## config.mk

```make
export PLATFORM = sky130hd
export DESIGN_NAME = dadda_mult
export DESIGN_NICKNAME = d
export VERILOG_FILES = /design/src/hw/dadda_pkg.sv /design/src/hw/dadda_mult.sv /design/src/hw/mult_ctrl.sv /design/src/hw/pp_reduce.sv /design/src/hw/product_merge.sv
export SDC_FILE = /design/constraint.sdc
export NUM_CORES = 1
export LEC_CHECK = 0
export BUFFER_PORTS_ARGS = -buffer_cell sky130_fd_sc_hd__buf_2
export CORE_MARGIN = 4
export CORE_UTILIZATION = 63
export CTS_CLUSTER_SIZE = 12
export DETAILED_ROUTE_END_ITERATION = 12
export GPL_TIMING_DRIVEN = 0
export PLACE_DENSITY = 0.82
export SETUP_SLACK_MARGIN = 0.3
export SLEW_MARGIN = 20
export SYNTH_ARGS = -nofsm -noshare
export SYNTH_HDL_FRONTEND = slang
export SYNTH_SLANG_ARGS = --single-unit
```

## constraint.sdc

```tcl
create_clock -name clk -period 11.5 [get_ports clk]
set_input_delay 0.575 -clock clk [delete_from_list [all_inputs] [get_ports clk]]
set_output_delay 0.575 -clock clk [all_outputs]
set_load 0.03 [all_outputs]
```

## src/hw/dadda_pkg.sv

```systemverilog
package dadda_pkg;

  ////////////////////////////////
  // widths
  ////////////////////////////////

  parameter int OPERAND_W = 16;
  // B is split into two slices
  parameter int SLICE_W   = OPERAND_W / 2;
  parameter int PRODUCT_W = 2 * OPERAND_W;

  ////////////////////////////////
  // data types
  ////////////////////////////////

  typedef struct packed {
    logic [OPERAND_W-1:0] a;
    logic [OPERAND_W-1:0] b;
  } operands_t;

  typedef logic [PRODUCT_W-1:0] product_t;

  // carry-save result of one slice, A width plus slice width
  typedef struct packed {
    logic [OPERAND_W+SLICE_W-1:0] sum_row;
    logic [OPERAND_W+SLICE_W-1:0] carry_row;
  } csa_rows_t;

  ////////////////////////////////
  // handshake FSM
  ////////////////////////////////

  typedef enum logic [1:0] {
    st_idle,
    st_reduce,
    st_merge,
    st_hold
  } ctrl_state_t;

endpackage

```

## src/hw/dadda_mult.sv

```systemverilog
`timescale 1ns/100ps

module dadda_mult #(
  parameter int WIDTH = dadda_pkg::OPERAND_W,
  parameter int SLICE = dadda_pkg::SLICE_W
) (
  input  logic                 clk,
  input  logic                 rst_n,
  input  logic                 req,
  input  dadda_pkg::operands_t operands,
  output logic                 ack,
  output dadda_pkg::product_t  product
);

  dadda_pkg::operands_t opnd_q;
  dadda_pkg::csa_rows_t rows_lo;
  dadda_pkg::csa_rows_t rows_hi;
  logic                 red_en;
  logic                 mrg_en;

  // handshake and stage sequencing
  mult_ctrl u_ctrl (
    .clk      (clk),
    .rst_n    (rst_n),
    .req      (req),
    .operands (operands),
    .opnd_q   (opnd_q),
    .red_en   (red_en),
    .mrg_en   (mrg_en),
    .ack      (ack)
  );

  ////////////////////////////////
  // reduction slices
  ////////////////////////////////

  // low byte of B
  pp_reduce #(
    .WIDTH (WIDTH),
    .SLICE (SLICE)
  ) u_red_lo (
    .clk     (clk),
    .a       (opnd_q.a),
    .b_slice (opnd_q.b[SLICE-1:0]),
    .en      (red_en),
    .rows    (rows_lo)
  );

  // high byte of B, weighted by 2^SLICE in the merge
  pp_reduce #(
    .WIDTH (WIDTH),
    .SLICE (SLICE)
  ) u_red_hi (
    .clk     (clk),
    .a       (opnd_q.a),
    .b_slice (opnd_q.b[WIDTH-1:SLICE]),
    .en      (red_en),
    .rows    (rows_hi)
  );

  product_merge u_merge (
    .clk     (clk),
    .rst_n   (rst_n),
    .rows_lo (rows_lo),
    .rows_hi (rows_hi),
    .en      (mrg_en),
    .product (product)
  );

endmodule

```

## src/hw/mult_ctrl.sv

```systemverilog
`timescale 1ns/100ps

module mult_ctrl (
  input  logic                 clk,
  input  logic                 rst_n,
  input  logic                 req,
  input  dadda_pkg::operands_t operands,
  output dadda_pkg::operands_t opnd_q,
  output logic                 red_en,
  output logic                 mrg_en,
  output logic                 ack
);

  dadda_pkg::ctrl_state_t state;
  logic                   cap_en;

  // accept a new request only from idle
  assign cap_en = (state == dadda_pkg::st_idle) && req;

  ////////////////////////////////
  // operand capture
  ////////////////////////////////

  // held through st_hold, later operand changes are ignored
  always_ff @(posedge clk) begin
    if (cap_en) begin
      opnd_q <= operands;
    end
  end

  ////////////////////////////////
  // four-phase FSM
  ////////////////////////////////

  always_ff @(posedge clk) begin
    if (!rst_n) begin
      state  <= dadda_pkg::st_idle;
      red_en <= 1'b0;
      mrg_en <= 1'b0;
      ack    <= 1'b0;
    end else begin
      // enables are single-cycle pulses
      red_en <= 1'b0;
      mrg_en <= 1'b0;
      case (state)
        dadda_pkg::st_idle: begin
          if (cap_en) begin
            state  <= dadda_pkg::st_reduce;
            red_en <= 1'b1;
          end
        end
        dadda_pkg::st_reduce: begin
          // slices load their rows on this edge
          state  <= dadda_pkg::st_merge;
          mrg_en <= 1'b1;
        end
        dadda_pkg::st_merge: begin
          // product lands together with ack
          state <= dadda_pkg::st_hold;
          ack   <= 1'b1;
        end
        dadda_pkg::st_hold: begin
          // wait for the requester to drop req
          if (!req) begin
            state <= dadda_pkg::st_idle;
            ack   <= 1'b0;
          end
        end
        default: begin
          state <= dadda_pkg::st_idle;
          ack   <= 1'b0;
        end
      endcase
    end
  end

endmodule

```

## src/hw/pp_reduce.sv

```systemverilog
`timescale 1ns/100ps

module pp_reduce #(
  parameter int WIDTH = 16,
  parameter int SLICE = 8
) (
  input  logic                 clk,
  input  logic [WIDTH-1:0]     a,
  input  logic [SLICE-1:0]     b_slice,
  input  logic                 en,
  output dadda_pkg::csa_rows_t rows
);

  localparam int COLS = WIDTH + SLICE;
  // tallest column of the AND array
  localparam int MAXH = SLICE;

  // dadda sequence 2, 3, 4, 6, 9 ...
  function automatic int dadda_d(input int k);
    int d;
    int i;
    d = 2;
    for (i = 1; i < k; i++) begin
      d = (d * 3) / 2;
    end
    return d;
  endfunction

  function automatic int num_stages();
    int k;
    k = 0;
    while (dadda_d(k + 1) < MAXH) begin
      k++;
    end
    return k;
  endfunction

  localparam int NST = num_stages();

  // what: 0 height before stage s, 1 full adders, 2 half adders
  function automatic int col_plan(input int s, input int c, input int what);
    int ht [0:COLS-1];
    int fa [0:COLS-1];
    int ha [0:COLS-1];
    int st;
    int col;
    int i;
    int ex;
    int prev;
    if (c < 0 || c >= COLS) begin
      return 0;
    end
    for (col = 0; col < COLS; col++) begin
      ht[col] = 0;
      for (i = 0; i < SLICE; i++) begin
        if (col - i >= 0 && col - i < WIDTH) begin
          ht[col]++;
        end
      end
    end
    for (st = 0; st <= s; st++) begin
      prev = 0;
      for (col = 0; col < COLS; col++) begin
        // carries arriving from the column below count against the target
        ex = ht[col] + prev - ((st < NST) ? dadda_d(NST - st) : COLS);
        fa[col] = (ex > 0) ? ex / 2 : 0;
        ha[col] = (ex > 0) ? ex % 2 : 0;
        prev = fa[col] + ha[col];
      end
      if (st < s) begin
        prev = 0;
        for (col = 0; col < COLS; col++) begin
          ht[col] = ht[col] - 2 * fa[col] - ha[col] + prev;
          prev = fa[col] + ha[col];
        end
      end
    end
    return (what == 0) ? ht[c] : ((what == 1) ? fa[c] : ha[c]);
  endfunction

  // column bits per stage, short columns padded with zeros
  wire [MAXH-1:0] lvl   [0:NST][0:COLS-1];
  wire [MAXH-1:0] fa_co [0:NST-1][0:COLS-1];
  wire [MAXH-1:0] ha_co [0:NST-1][0:COLS-1];

  logic [COLS-1:0] sum_d;
  logic [COLS-1:0] carry_d;

  genvar s, c, k;

  ////////////////////////////////
  // partial products
  ////////////////////////////////

  for (c = 0; c < COLS; c++) begin : g_pp
    localparam int ILO = (c >= WIDTH) ? c - WIDTH + 1 : 0;
    localparam int H0  = col_plan(0, c, 0);
    for (k = 0; k < MAXH; k++) begin : g_bit
      if (k < H0) begin : g_and
        assign lvl[0][c][k] = a[c - ILO - k] & b_slice[ILO + k];
      end else begin : g_zero
        assign lvl[0][c][k] = 1'b0;
      end
    end
  end

  ////////////////////////////////
  // dadda stages
  ////////////////////////////////

  for (s = 0; s < NST; s++) begin : g_stage
    for (c = 0; c < COLS; c++) begin : g_col
      localparam int H     = col_plan(s, c, 0);
      localparam int NFA   = col_plan(s, c, 1);
      localparam int NHA   = col_plan(s, c, 2);
      localparam int FA_IN = col_plan(s, c - 1, 1);
      localparam int HA_IN = col_plan(s, c - 1, 2);
      localparam int USED  = 3 * NFA + 2 * NHA;
      // new column order: fa sums, ha sums, untouched bits, carries in
      localparam int BASE  = NFA + NHA + (H - USED);
      for (k = 0; k < MAXH; k++) begin : g_bit
        if (k < NFA) begin : g_fa
          logic [2:0] fin;
          assign fin              = lvl[s][c][3*k +: 3];
          assign lvl[s+1][c][k]   = ^fin;
          assign fa_co[s][c][k]   = (fin[0] & fin[1]) | (fin[2] & (fin[0] ^ fin[1]));
        end else if (k < NFA + NHA) begin : g_ha
          logic [1:0] hin;
          assign hin                  = lvl[s][c][3*NFA + 2*(k-NFA) +: 2];
          assign lvl[s+1][c][k]       = ^hin;
          assign ha_co[s][c][k - NFA] = &hin;
        end else if (k < BASE) begin : g_pass
          assign lvl[s+1][c][k] = lvl[s][c][USED + k - NFA - NHA];
        end else if (k < BASE + FA_IN) begin : g_cfa
          assign lvl[s+1][c][k] = fa_co[s][c-1][k - BASE];
        end else if (k < BASE + FA_IN + HA_IN) begin : g_cha
          assign lvl[s+1][c][k] = ha_co[s][c-1][k - BASE - FA_IN];
        end else begin : g_zero
          assign lvl[s+1][c][k] = 1'b0;
        end
        if (k >= NFA) begin : g_fa_none
          assign fa_co[s][c][k] = 1'b0;
        end
        if (k >= NHA) begin : g_ha_none
          assign ha_co[s][c][k] = 1'b0;
        end
      end
    end
  end

  // at most two bits left per column
  for (c = 0; c < COLS; c++) begin : g_rows
    assign sum_d[c]   = lvl[NST][c][0];
    assign carry_d[c] = lvl[NST][c][1];
  end

  always_ff @(posedge clk) begin
    if (en) begin
      rows.sum_row   <= sum_d;
      rows.carry_row <= carry_d;
    end
  end

endmodule

```

## src/hw/product_merge.sv

```systemverilog
`timescale 1ns/100ps

module product_merge (
  input  logic                 clk,
  input  logic                 rst_n,
  input  dadda_pkg::csa_rows_t rows_lo,
  input  dadda_pkg::csa_rows_t rows_hi,
  input  logic                 en,
  output dadda_pkg::product_t  product
);

  localparam int PW  = dadda_pkg::PRODUCT_W;
  localparam int SW  = dadda_pkg::SLICE_W;
  localparam int PAD = PW - (dadda_pkg::OPERAND_W + SW);

  ////////////////////////////////
  // alignment
  ////////////////////////////////

  logic [PW-1:0] r0, r1, r2, r3;

  assign r0 = {{PAD{1'b0}}, rows_lo.sum_row};
  assign r1 = {{PAD{1'b0}}, rows_lo.carry_row};
  // high slice sits SLICE_W columns up
  assign r2 = {rows_hi.sum_row, {SW{1'b0}}};
  assign r3 = {rows_hi.carry_row, {SW{1'b0}}};

  ////////////////////////////////
  // 4:2 compressor layer
  ////////////////////////////////

  logic [PW-1:0] t, x, y, cx_in;
  logic [PW-2:0] cx, cy;

  // first full adder per column
  assign t  = r0 ^ r1 ^ r2;
  assign cx = (r0[PW-2:0] & r1[PW-2:0]) | (r2[PW-2:0] & (r0[PW-2:0] ^ r1[PW-2:0]));

  // second full adder takes the lateral carry
  assign cx_in = {cx, 1'b0};
  assign x     = t ^ r3 ^ cx_in;
  assign cy    = (t[PW-2:0] & r3[PW-2:0]) | (cx_in[PW-2:0] & (t[PW-2:0] ^ r3[PW-2:0]));
  assign y     = {cy, 1'b0};

  ////////////////////////////////
  // ripple-carry resolution
  ////////////////////////////////

  logic [PW-1:0] rc;
  logic [PW-1:0] sum_d;

  assign rc[0] = 1'b0;

  genvar i;
  for (i = 0; i < PW; i++) begin : g_rca
    assign sum_d[i] = x[i] ^ y[i] ^ rc[i];
    // carry out of the top bit is always zero
    if (i < PW - 1) begin : g_carry
      assign rc[i+1] = (x[i] & y[i]) | (rc[i] & (x[i] ^ y[i]));
    end
  end

  always_ff @(posedge clk) begin
    if (!rst_n) begin
      product <= '0;
    end else if (en) begin
      product <= sum_d;
    end
  end

endmodule

```

# --- Yosys cells after proc, flatten, opt, wreduce, memory -nomap -nowiden ---
# Index checks and enable logic that the tools add are counted.
# W data, S select, Z words.
classes:
  bitwise_logic: 1081
  eq_ne: 5
  n_reduce_logical: 200
  n_mux: 7
op_table:
  columns: ["operator", "n"]
  rows:
  - ["$and A1 B1 Y1", 647]
  - ["$reduce_xor A3 Y1", 166]
  - ["$xor A1 B1 Y1", 227]
  - ["$or A1 B1 Y1", 195]
  - ["$and A31 B31 Y31", 3]
  - ["$xor A32 B31 Y32", 2]
  - ["$or A31 B31 Y31", 2]
  - ["$xor A23 B23 Y23", 2]
  - ["$reduce_and A2 Y1", 17]
  - ["$xor A32 B32 Y32", 1]
  - ["$xor A31 B31 Y31", 1]
  - ["$reduce_xor A2 Y1", 14]
  - ["$and A23 B23 Y23", 1]
  - ["$pmux W2 S4", 1]
  - ["$eq A2 B2 Y1 const B", 2]
  - ["$mux W2", 2]
  - ["$mux W1", 3]
  - ["$eq A2 B1 Y1 const B", 1]
  - ["$logic_not A2 Y1", 1]
  - ["$ne A2 B1 Y1 const B", 1]
  - ["$ne A2 B2 Y1 const B", 1]
  - ["$pmux W1 S2", 1]
  - ["$reduce_bool A2 Y1", 1]
  - ["$logic_and A1 B1 Y1", 1]
word_totals:
  input_bits: 35
  ff_bits: 159
  output_inout_bits: 33

# --- Depth between registers and ports, before layout ---
# Gate-level depths: netlist of run 1.
logic_depth:
  word_depth: 65
  ltp_mapped: 37

# --- Hierarchy ---
# A second synthesis of run 1 with hierarchy kept.
unflattened:
  hier_cells: 989
  hier_area_um2: 12203.0
modules_own_cells:
  columns: ["module", "cells_each", "area_per_inst_um2", "n_inst"]
  rows:
  - ["pp_reduce (u_red_hi)", 352, 4063.9, 1]
  - ["pp_reduce (u_red_lo)", 351, 4058.9, 1]
  - ["product_merge", 228, 2864.0, 1]
  - ["mult_ctrl", 58, 1216.2, 1]

# --- Worst setup path after synthesis of run 1 ---
# No wires, ideal clock.
synth_path:
  kind: "reg-to-reg"
  startpoint: "register u_red_lo.rows[3] (netlist bit)"
  endpoint: "register u_merge.product[30]"
  arrival_time_ps: 10049
  path_stages_with_launch: 38
  setup_time_ps: 59
  slack_ps: 1393
  path_cell_list: "edfxtp_1 ha_1 ha_1 ha_1 inv_1 fa_1 fa_1 fa_1 fa_1 fa_1 fa_1 inv_1 fa_1 fa_1 fa_1 fa_1 inv_1 fa_1 [... 2 more ...] fa_1 fa_1 fa_1 fa_1 fa_1 fa_1 fa_1 fa_1 fa_1 inv_1 fa_1 fa_1 fa_1 fa_1 fa_1 fa_1 nand2_1 o211a_1"
synth_between:
  elab_chain_cells: 60
synth_lines:
  columns: ["element", "line", "rtl"]
  rows:
  - ["from (decl)", "pp_reduce.sv:11", "output dadda_pkg::csa_rows_t rows"]
  - ["$xor A23 B23 Y23", "product_merge.sv:36, product_merge.sv:37", null]
  - ["$xor A32 B31 Y32", "product_merge.sv:36", "assign t = r0 ^ r1 ^ r2;"]
  - ["$xor A32 B31 Y32", "product_merge.sv:41", "assign x = t ^ r3 ^ cx_in;"]
  - ["$xor A32 B32 Y32", "product_merge.sv:41", null]
  - ["$xor A1 B1 Y1", "product_merge.sv:59", "assign rc[i+1] = (x[i] & y[i]) | (rc[i] & (x[i] ^ y[i]));"]
  - ["$and A1 B1 Y1", "product_merge.sv:59", null]
  - ["$or A1 B1 Y1", "product_merge.sv:59", null]
  - ["$and A1 B1 Y1", "product_merge.sv:59", null]
  - ["[... 44 more ...]", null, null]
  - ["$or A1 B1 Y1 (*)", "product_merge.sv:59", null]
  - ["$and A1 B1 Y1 (*)", "product_merge.sv:59", null]
  - ["$or A1 B1 Y1 (*)", "product_merge.sv:59", null]
  - ["$and A1 B1 Y1 (*)", "product_merge.sv:59", null]
  - ["$or A1 B1 Y1 (*)", "product_merge.sv:59", null]
  - ["$and A1 B1 Y1 (*)", "product_merge.sv:59", null]
  - ["$or A1 B1 Y1 (*)", "product_merge.sv:59", null]
  - ["$xor A1 B1 Y1 (*)", "product_merge.sv:56", "assign sum_d[i] = x[i] ^ y[i] ^ rc[i];"]
  - ["to (signal assigned)", "product_merge.sv:67", "product <= sum_d;"]
  - ["to (decl)", "product_merge.sv:9", "output dadda_pkg::product_t product"]
# Mark *: on every way between the ends. The rest lies on a longest branch, timed or not.
# A chain may end at the register's enable or synchronous reset.

# --- Worst setup path in the final report of run 1 ---
# Same ends and word-level chain as after synthesis.

==> key figures, run 1 <==
Outcome
  • Status: finished clean

Placed design
  • DP Wirelength: approximately 20 mm
  • Gpl congestion: 0.9102
  • IO buf count: 66
  • Placed cells: 1341

Floorplan
  • Ports: 68
  • Chip Height: between 100 and 150 µm
  • Core area: 19460 µm²
  • # rows: around 50
  • Die width: 148.6 µm
  • Die ar.: 22080 µm²
  • Initial Util: 64.00%

Synth
  • Top cell type's share of synthesized area: 35.84%
  • Syn avg cell area: around 12 µm²
  • Asr flop ratio synth: 0%
  • Top FF cell, synth: edfxtp_1
  • Post-synthesis sequential area ratio: roughly 35%
  • Synth Register Bits: 159
  • Cell with the most instances after synthesis: fa_1
  • Distinct cells, synth: 21
  • Adder-cell area share of the yosys netlist: 39.96%
  • Post-synthesis xor/xnor area fraction: less than 1%
  • EDFF count, synth: 122
  • Syn Std Cell Area: 12460 µm²
  • Syn Inst Count: between 1000 and 1500
  • Proportion of synthesized area in mux cells: 1.527%
  • Post-Synth Simple-Gate Area: 13.80%
  • Synthesized Nets: between 1000 and 1500
  • Top post-synthesis cells by area: fa_1 (36%), edfxtp_1 (29%), and2_1 (11%)
  • Yosys warnings: 0
  • Cell taking the most area after synthesis: fa_1
  • Largest family of logic cells by synthesized area: adder cells
  • Compound-cell area share of the yosys netlist: 1.356%
  • Commonest cells in the netlist: fa_1 (223), and2_1 (222), inv_1 (209)

Critical path
  • Reg2reg path depth: 37
  • Worst path slowest cell: fa_1
  • Crit. End Element: flop
  • Critical path launch point type: flop
  • CP top delay family: adder cells
  • FF-to-FF End: u_merge.product[30]$_SDFFE_PN0P_
  • Worst EP required: between 10000 and 15000 ps
  • Crit Path Max Fanout: 1
  • Critical path type: reg -> reg
  • Setup slack, reg-to-reg: between 800 and 900 ps
  • CP bufs+invs: 5
  • CP dominant cell by count: fa_1
  • Max stage delay on crit path: 470 ps
  • FF-to-FF Start: u_red_lo.rows[3]$_DFFE_PP_
  • Crit path arrival time: between 10000 and 15000 ps

Final layout
  • Share of layout cells above drive strength 1: approximately 10%
  • Final std cells w/o fill: approximately 1400
  • Area grow syn2layout: 10.48%
  • N_diodes: 0
  • Nets: 1394
  • Util after Layout: 70.70%

Timing
  • Crit path time final: 10620 ps
  • Setup-failing EPs final: 0
  • Fmax: 94.17 MHz
  • RSZ-0062 raised after global routing: no
  • Clk_skew: roughly 11 ps
  • Rel. slew slack: 58.00%
  • Final slew viol count: 0
  • Least-Margin Pin Slew: 630.0 ps
  • Post-route clock period utilization: 92.34%
  • Hold Vio Cnt, Final: 0
  • Setup tns final: 0 ps

Clock tree
  • Post-CTS setup buffer count: 0
  • CTS root buf: clkbuf_16
  • Clk sinks: 159
  • Worst-Skew Late Latency: between 400 and 500 ps
  • TritonCTS buffer count: 17
  • CTS tree: yes
  • H-tree level count: 4
  • Buffer depth of the longest clock path: 2
  • Clock-pin transition on the worst setup and hold timing paths: 70 ps

Global routing
  • First-pass GRT wire length: 41.76 mm
  • Total grt overflow: 0
  • Largest net degree at the start of global routing: just over 60
  • Overall Global Routing Usage: 25.01%
  • Initial antenna violation count: 0
  • Vias in the first global route: 8228

Detailed routing
  • Via count: 7247
  • Drt pass-1 iters: 5
  • Final wirelength: 25.38 mm
  • Wire length per cell: about 18 µm
  • Vias per inst: ~5.3
  • Drt drc: 0
  • Final ANT Viol Nets: 0
  • DRT iter0 DRCs: 429

Worst hold path
  • Hold Path End: u_ctrl.opnd_q[26]$_DFFE_PP_
  • Hold depth: 1
  • Hold Path Class: in -> reg
  • Hold_sp: operands[26]

Job
  • Max-Cap Viols: 0
final cells by class:
cell class	count	area, µm²
buffer	41	202.7
timing repair buffer	68	377.9
clock buffer	19	464.2
clock inverter	13	118.9
tap	265	331.6
sequential	159	4408
fill	1306	5702
multi-input combinational	599	7073
inverter	209	784.5
sequential cells by signal (all words and copies together) (netlist names):
name	cells
u_red_lo.rows	45
u_ctrl.mrg_en	1
u_ctrl.opnd_q	32
u_merge.product	32
u_ctrl.ack	1
u_ctrl.red_en	1
u_ctrl.state	2
u_red_hi.rows	45
timing repair:
action	CTS	global route
setup endpoints to repair	0	2
hold buffers	0	0
gates resized for setup	0	3
logic make-up (layout without fill, tap and decap cells):
family	count (synthesis)	after routing
and+or+nand+nor	296	296
adders and majority gates	264	264
buffers and inverters	250	350
DFF	159	159
AOI/OAI and AO/OA	19	19
muxes	19	19
xor gates and xnor gates	1	1
through the flow:
stage | cell area, µm² | hold slack [ps] | setup WS [ps]
3_5_place_dp | 13170 | 462.6 | 678.5
3_3_place_gp | 13120 | 455.9 | 796.9
2_1_floorplan | 12460 | 469.0 | 1393
6_report | 13760 | 310.3 | 880.4
4_1_cts | 13750 | 297.1 | 609.6
5_1_grt | 13760 | 295.8 | 360.6
how the worst max path moves through the flow:
stage                          startpoint                               end  slack (ps)  cells past startpoint
2_1_floorplan  u_red_lo.rows[3]$_DFFE_PP_  u_merge.product[30]$_SDFFE_PN0P_        1390                     37
6_report       u_red_lo.rows[3]$_DFFE_PP_  u_merge.product[30]$_SDFFE_PN0P_         880                     37
3_5_place_dp   u_red_lo.rows[3]$_DFFE_PP_  u_merge.product[30]$_SDFFE_PN0P_         680                     37
4_1_cts        u_red_lo.rows[3]$_DFFE_PP_  u_merge.product[30]$_SDFFE_PN0P_         610                     37
5_1_grt        u_red_lo.rows[3]$_DFFE_PP_  u_merge.product[30]$_SDFFE_PN0P_         360                     37
3_3_place_gp   u_red_lo.rows[3]$_DFFE_PP_  u_merge.product[30]$_SDFFE_PN0P_         800                     37
cells in the final DEF, fill, tap and decap left out, types with 2 or more instances in the layout:
| cell | synthesis | layout |
|---|---|---|
| dfxtp_1 | 37 | 36 |
| ha_1 | 41 | 41 |
| o211a_1 | 13 | 13 |
| clkbuf_16 | 0 | 18 |
| inv_1 | 209 | 209 |
| clkinv_2 | 0 | 3 |
| and2_1 | 222 | 221 |
| inv_6 | 0 | 5 |
| fa_1 | 223 | 220 |
| buf_8 | 3 | 3 |
| mux2i_1 | 19 | 19 |
| buf_2 | 0 | 66 |
| edfxtp_1 | 122 | 122 |
| o21ai_0 | 3 | 3 |
| clkbuf_1 | 36 | 36 |
| nor2b_1 | 18 | 18 |
| buf_6 | 2 | 2 |
| inv_4 | 0 | 3 |
| fa_2 | 0 | 3 |
| nand2_1 | 53 | 53 |
routing by layer:
layer  GRT usage, %  up-vias  part of all wire [%]
met5              0        -                     0
met4          9.330        0                   3.2
met3          6.825       66                   9.3
met2          40.28      330                    48
met1          33.04     3658                    39
li1               -     3193                     -
Power of run 1 is left out: the tool's default activity adds up to more than one toggle a clock period on the data nets, which glitch-free logic cannot reach.
==> inputs of run 2 (changes only) <==
Settings changed: CORE_MARGIN 4 to 3.
==> run 2 against run 1 <==
  * Fmax fell by 0.36%
  * Non-clock buffer count did not move
  * Final cell count fell by 0.36%
  * Sequential cell count did not move
  * Worst setup slack got worse by 39 ps
  * Register-to-register slack got worse by 40 ps
  * Final area barely moved
  * Sequential share of layout area barely moved
  * Critical path depth did not move
  * First-iteration DRC count rose by 27%
  * Worst hold slack got worse by 6.0 ps
  * Largest cell class unchanged
  * Highest routed layer unchanged
==> key figures, run 2 (synthesized netlist as in run 1, its figures left out) <==
Critical path
  • CP dominant cell by count: fa_1
  • Critical path launch point type: flop
  • Setup slack, reg-to-reg: 840 ps (-40 ps)
  • CP top delay family: adder cells
  • Reg2reg path depth: 37 (unchanged)
  • Crit. path cell count: 37 (unchanged)
  • FF-to-FF End: u_merge.product[30]$_SDFFE_PN0P_
  • Critical path type: reg -> reg
  • FF-to-FF Start: u_red_lo.rows[3]$_DFFE_PP_
  • Crit path arrival time: 11040 ps (+40 ps)
  • Worst EP required: 11880 ps (about the same)
  • Max stage delay on crit path: 470 ps (about the same)
  • Crit. End Element: flop
  • Worst path slowest cell: fa_1
  • Crit Path Max Fanout: 1 (unchanged)
  • CP bufs+invs: 5 (unchanged)

Worst hold path
  • Hold Path End: u_ctrl.opnd_q[17]$_DFFE_PP_
  • Hold Path Class: in -> reg
  • Hold_sp: operands[17]
  • Hold depth: 1 (unchanged)

Global routing
  • Initial antenna violation count: 0 (unchanged)
  • Vias in the first global route: 8268 (+0.49%)
  • Overall Global Routing Usage: 26.83% (+1.8 points)
  • Largest net degree at the start of global routing: 63 (+3.3%)
  • Total grt overflow: 0 (unchanged)
  • First-pass GRT wire length: 43.79 mm (+4.9%)

Detailed routing
  • WL met3: 2.328 mm (-1.7%)
  • Final wirelength: 26.91 mm (+6.0%)
  • Wire length per cell: 19.67 µm (+6.4%)
  • DRT iter0 DRCs: 543 (+27%)
  • Met1 wire length: 10.35 mm (+3.5%)
  • Via count: 7389 (+2.0%)
  • Routed length on met2: 13.41 mm (+9.7%)
  • Drt drc: 0 (unchanged)
  • Vias per inst: 5.401 (+2.3%)
  • Drt pass-1 iters: 5 (unchanged)
  • Final ANT Viol Nets: 0 (unchanged)
  • Top sig layer: met4

Timing
  • Fmax: 93.82 MHz (-0.36%)
  • Setup tns final: 0 ps (unchanged)
  • Rel. slew slack: 58.09% (+0.092 points)
  • Hold Vio Cnt, Final: 0 (unchanged)
  • Least-Margin Pin Slew: 628.6 ps (-1.383 ps)
  • Crit path time final: 10660 ps (+38.54 ps)
  • Post-route clock period utilization: 92.68% (+0.34 points)
  • Final slew viol count: 0 (unchanged)
  • Setup-failing EPs final: 0 (unchanged)
  • Worst Setup Slack, final: 841.8 ps (-38.54 ps)
  • Clk_skew: 11.04 ps (+0.1184 ps)
  • RSZ-0062 raised after global routing: no

Final layout
  • Nets: 1394 (unchanged)
  • N_diodes: 0 (unchanged)
  • Final std cells w/o fill: 1368 (-0.36%)
  • Register Area: 4408 µm² (unchanged)
  • # fillers: 1270 (-2.8%)
  • Area grow syn2layout: 10.56% (about the same)
  • Commonest cells after routing, fill and taps aside: and2_1 (221), fa_1 (218), inv_1 (209)
  • Largest registers: u_red_hi.rows (45), u_red_lo.rows (45)
  • Share of layout cells above drive strength 1: 10.11% (+0.090 points)
  • Commonest non-fill, non-tap cell in the layout: and2_1
  • Multi-input gate area: 7078 µm² (about the same)

Clock tree
  • CTS root buf: clkbuf_16
  • TritonCTS buffer count: 17 (unchanged)
  • Post-CTS setup buffer count: 0 (unchanged)
  • Clk sinks: 159 (unchanged)
  • Clock-pin transition on the worst setup and hold timing paths: 70 ps (about the same)
  • Buffer depth of the longest clock path: 2 (unchanged)
  • H-tree level count: 4 (unchanged)
  • CTS tree: yes
  • Worst-Skew Late Latency: 440 ps (about the same)

Floorplan
  • Core area: 19080 µm² (-2.0%)
  • # rows: 50 (-2.0%)
  • Die width: 146.6 µm (-1.3%)
  • Die ar.: 21490 µm² (-2.7%)
  • Initial Util: 65.28% (+1.3 points)
  • Chip Height: 146.6 µm (-1.3%)
  • Ports: 68 (unchanged)

Outcome
  • Status: finished clean

Placed design
  • DP Wirelength: 20.28 mm (+1.8%)
  • Placed cells: 1336 (-0.37%)
  • Setup slack at placement: 562.4 ps (-116.1 ps)
  • IO buf count: 66 (unchanged)
  • Gpl congestion: 0.9019 (-0.91%)

Job
  • Max-Cap Viols: 0 (unchanged)
==> run 2: changes by cell type in the layout (fill, tap and decap cells not counted), sizes merged <==
cell | before | now
clkinv | 3 | 2
clkbuf | 55 | 56
==> run 2: timing repair <==
action                     4_1_cts  5_1_grt
setup endpoints to repair        0        3
gates resized for setup          0        5
hold buffers                     0        0
==> run 2: area by class of cell <==
class | count | share of cell area (%)
Multi-Input combinational cell | 599 | 51.40
Clock buffer | 20 | 3.480
Inverter | 209 | 5.697
Buffer | 41 | 1.472
Tap cell | 260 | 2.362
Clock inverter | 12 | 0.8359
Timing Repair Buffer | 68 | 2.744
Sequential cell | 159 | 32.01
==> run 2: per-layer routing <==
metal  up-vias  GRT usage [%]
met3        82          6.735
met2       382          43.95
met5         -              0
li1       3186              -
met4         0          9.501
met1      3739          35.36
==> run 2: worst register-to-register path: cells and delay by family (launching register included) <==
kind,cells,cell delay [ps]
buffers and inverters,5,390
AOI/OAI and AO/OA,1,130
adders and majority gates,30,9610
DFF,1,390
and+or+nand+nor,1,80
==> run 2: how the worst max path moves through the flow <==
stage | slack (ps) | to | start
detailed placement | 560 | u_merge.product[30]$_SDFFE_PN0P_ | u_red_lo.rows[3]$_DFFE_PP_
global route | 340 | u_merge.product[30]$_SDFFE_PN0P_ | u_red_lo.rows[3]$_DFFE_PP_
finish | 840 | u_merge.product[30]$_SDFFE_PN0P_ | u_red_lo.rows[3]$_DFFE_PP_
CTS | 490 | u_merge.product[30]$_SDFFE_PN0P_ | u_red_lo.rows[3]$_DFFE_PP_
global placement | 760 | u_merge.product[30]$_SDFFE_PN0P_ | u_red_lo.rows[3]$_DFFE_PP_
floorplan | 1390 | u_merge.product[30]$_SDFFE_PN0P_ | u_red_lo.rows[3]$_DFFE_PP_
==> run 2: through the flow <==
stage          hold slack (ps)  util (%)  cell area [µm²]
5_1_grt                  293.4     72.17            13770
2_1_floorplan            469.0         -            12460
3_3_place_gp             454.8     68.71            13110
4_1_cts                  289.9     72.10            13760
6_report                 304.3     72.17            13770
3_5_place_dp             461.2     68.99            13160
Power of run 2 is left out for the same reason.
==> inputs of run 3 (changes only) <==
Settings changed: RECOVER_POWER set to 50.
==> run 3 against run 2 <==
  * The flow now finishes with violations (capacitance limit, slew limit)
  * Routed wire length fell by 0.39%
  * Global-route usage did not move
  * Sequential share of layout area rose by 0.12 points
  * Via count fell by 0.46%
  * Count of clock-buffer cells in the layout did not move
  * Final area fell by 0.45%
  * Final cell count did not move
  * Clock skew rose by 2.2 ps
  * Sequential cell count did not move
  * Worst hold slack got worse by 0.94 ps
  * Register-to-register slack barely moved
  * Highest routed layer unchanged
==> key figures, run 3 (synthesized netlist as in run 1, its figures left out) <==
Detailed routing
  • Drt pass-1 iters: 5 (unchanged)
  • Drt drc: 0 (unchanged)
  • Wire length per cell: 19.59 µm (-0.39%)
  • Vias per inst: 5.376 (-0.46%)
  • Via count: 7355 (-0.46%)
  • Final wirelength: 26.80 mm (-0.39%)
  • Final ANT Viol Nets: 0 (unchanged)
  • DRT iter0 DRCs: 519 (-4.4%)

Clock tree
  • H-tree level count: 4 (unchanged)
  • Clk sinks: 159 (unchanged)
  • Hold-fix buffers, CTS: 0 (unchanged)
  • Worst-Skew Late Latency: 440 ps (about the same)
  • TritonCTS buffer count: 17 (unchanged)
  • CTS tree: yes
  • Post-CTS setup buffer count: 0 (unchanged)
  • Buffer depth of the longest clock path: 2 (unchanged)
  • Clock-pin transition on the worst setup and hold timing paths: 70 ps (about the same)
  • CTS root buf: clkbuf_16

Critical path
  • CP startpoint: u_red_lo.rows[3]$_DFFE_PP_
  • Crit Path Max Fanout: 1 (unchanged)
  • Critical Path Sink: u_merge.product[30]$_SDFFE_PN0P_
  • Setup slack, reg-to-reg: 840 ps (about the same)
  • Critical path type: reg -> reg
  • Worst path slowest cell: fa_1
  • Reg2reg path depth: 37 (unchanged)
  • Crit. End Element: flop
  • FF-to-FF End: u_merge.product[30]$_SDFFE_PN0P_
  • Max stage delay on crit path: 470 ps (about the same)
  • Worst EP required: 11880 ps (about the same)
  • Critical path launch point type: flop
  • CP dominant cell by count: fa_1
  • FF-to-FF Start: u_red_lo.rows[3]$_DFFE_PP_
  • Crit path arrival time: 11040 ps (about the same)

Timing
  • Rel. slew slack: -122.4% (-180 points)
  • Hold Vio Cnt, Final: 0 (unchanged)
  • Final slew viol count: 96 (+96)
  • Crit path time final: 10660 ps (-1.418 ps)
  • Least-Margin Pin Slew: 3336 ps (+2707 ps)
  • Post-route clock period utilization: 92.67% (about the same)
  • Worst Setup Slack, final: 843.2 ps (+1.418 ps)
  • Setup-failing EPs final: 0 (unchanged)
  • Fmax: 93.84 MHz (about the same)
  • RSZ-0062 raised after global routing: no
  • Clk_skew: 13.25 ps (+2.211 ps)
  • Setup tns final: 0 ps (unchanged)

Global routing
  • Largest net degree at the start of global routing: 63 (unchanged)
  • Total grt overflow: 0 (unchanged)
  • First-pass GRT wire length: 43.79 mm (unchanged)
  • Initial antenna violation count: 0 (unchanged)
  • Overall Global Routing Usage: 26.83% (unchanged)
  • Vias in the first global route: 8268 (unchanged)

Final layout
  • # fillers: 1277 (+0.55%)
  • Area grow syn2layout: 10.05%
  • N_diodes: 0 (unchanged)
  • Share of layout cells above drive strength 1: 9.657% (-0.45 points)
  • Nets: 1394 (unchanged)
  • Final instance area: 13710 µm² (-0.45%)
  • Commonest cells after routing, fill and taps aside: fa_1 (218), and2_1 (212), inv_1 (209)
  • Commonest non-fill, non-tap cell in the layout: fa_1
  • Largest registers: u_red_hi.rows (45), u_red_lo.rows (45)

Job
  • Max-Cap Viols: 2 (+2)

Outcome
  • Violated checks: capacitance limit, slew limit
  • Status: finished, violations left

Floorplan
  • # rows: 50 (unchanged)
  • Chip Height: 146.6 µm (unchanged)
  • Die ar.: 21490 µm² (unchanged)
  • Initial Util: 65.28% (unchanged)
  • Ports: 68 (unchanged)
  • Core area: 19080 µm² (unchanged)
  • Die width: 146.6 µm (unchanged)

Placed design
  • Placed standard-cell area: 13160 µm² (unchanged)
  • DP Wirelength: 20.28 mm (unchanged)
  • Setup slack at placement: 562.4 ps (unchanged)
  • IO buf count: 66 (unchanged)
  • Gpl congestion: 0.9019 (unchanged)

Worst hold path
  • Hold Path Class: in -> reg
[run 3: cell types whose count changed in the layout (fill, tap and decap cells not counted), sizes merged]
cell	before	now
buf	73	69
clkbuf	56	60
[run 3: critical path: cells and delay by family (launching register included)]
| family | cells | cell delay [ps] |
|---|---|---|
| fa+ha+maj | 30 | 9610 |
| flops | 1 | 390 |
| buf+inv | 5 | 390 |
| compound gates | 1 | 130 |
| simple gates | 1 | 80 |
[run 3: layer usage]
metal	global-route usage (%)	wire length, µm
met1	35.36	10350
met2	43.95	13300
met3	6.735	2341
met4	9.501	804
met5	0	0
[run 3: worst min path at each step]
stage	start	cells past startpoint	endpoint
finish	operands[5]	1	u_ctrl.opnd_q[5]$_DFFE_PP_
global placement	u_merge.product[5]$_SDFFE_PN0P_	1	u_merge.product[5]$_SDFFE_PN0P_
floorplan	u_ctrl.state[1]$_SDFFE_PN0P_	2	u_ctrl.state[1]$_SDFFE_PN0P_
CTS	operands[25]	1	u_ctrl.opnd_q[25]$_DFFE_PP_
global route	operands[3]	1	u_ctrl.opnd_q[3]$_DFFE_PP_
detailed placement	u_merge.product[14]$_SDFFE_PN0P_	1	u_merge.product[14]$_SDFFE_PN0P_
[run 3: what timing repair did]
action / 4_1_cts / 5_1_grt
hold endpoints to repair: 0 / 0
setup endpoints to repair: 0 / 3
resized for setup: 0 / 5
[run 3: layout make-up]
type / count / area, µm² / area share (%)
buffer: 41 / 183.9 / 1.342
multi-input combinational: 599 / 7078 / 51.63
sequential: 159 / 4404 / 32.13
tap: 260 / 325.3 / 2.373
clock inverter: 12 / 115.1 / 0.8397
timing repair buffer: 68 / 337.8 / 2.464
clock buffer: 20 / 479.2 / 3.496
inverter: 209 / 784.5 / 5.723
[run 3: stage by stage]
stage                     hold WS (ps)  util, %  instances
after floorplan                  469.0        -       1008
after global placement           454.8    68.71       1334
after detailed placement         461.2    68.99       1336
after CTS                        289.9    72.10       1368
after global routing             293.4    71.84       1368
final                            303.4    71.84       1368
Power of run 3 is left out for the same reason.
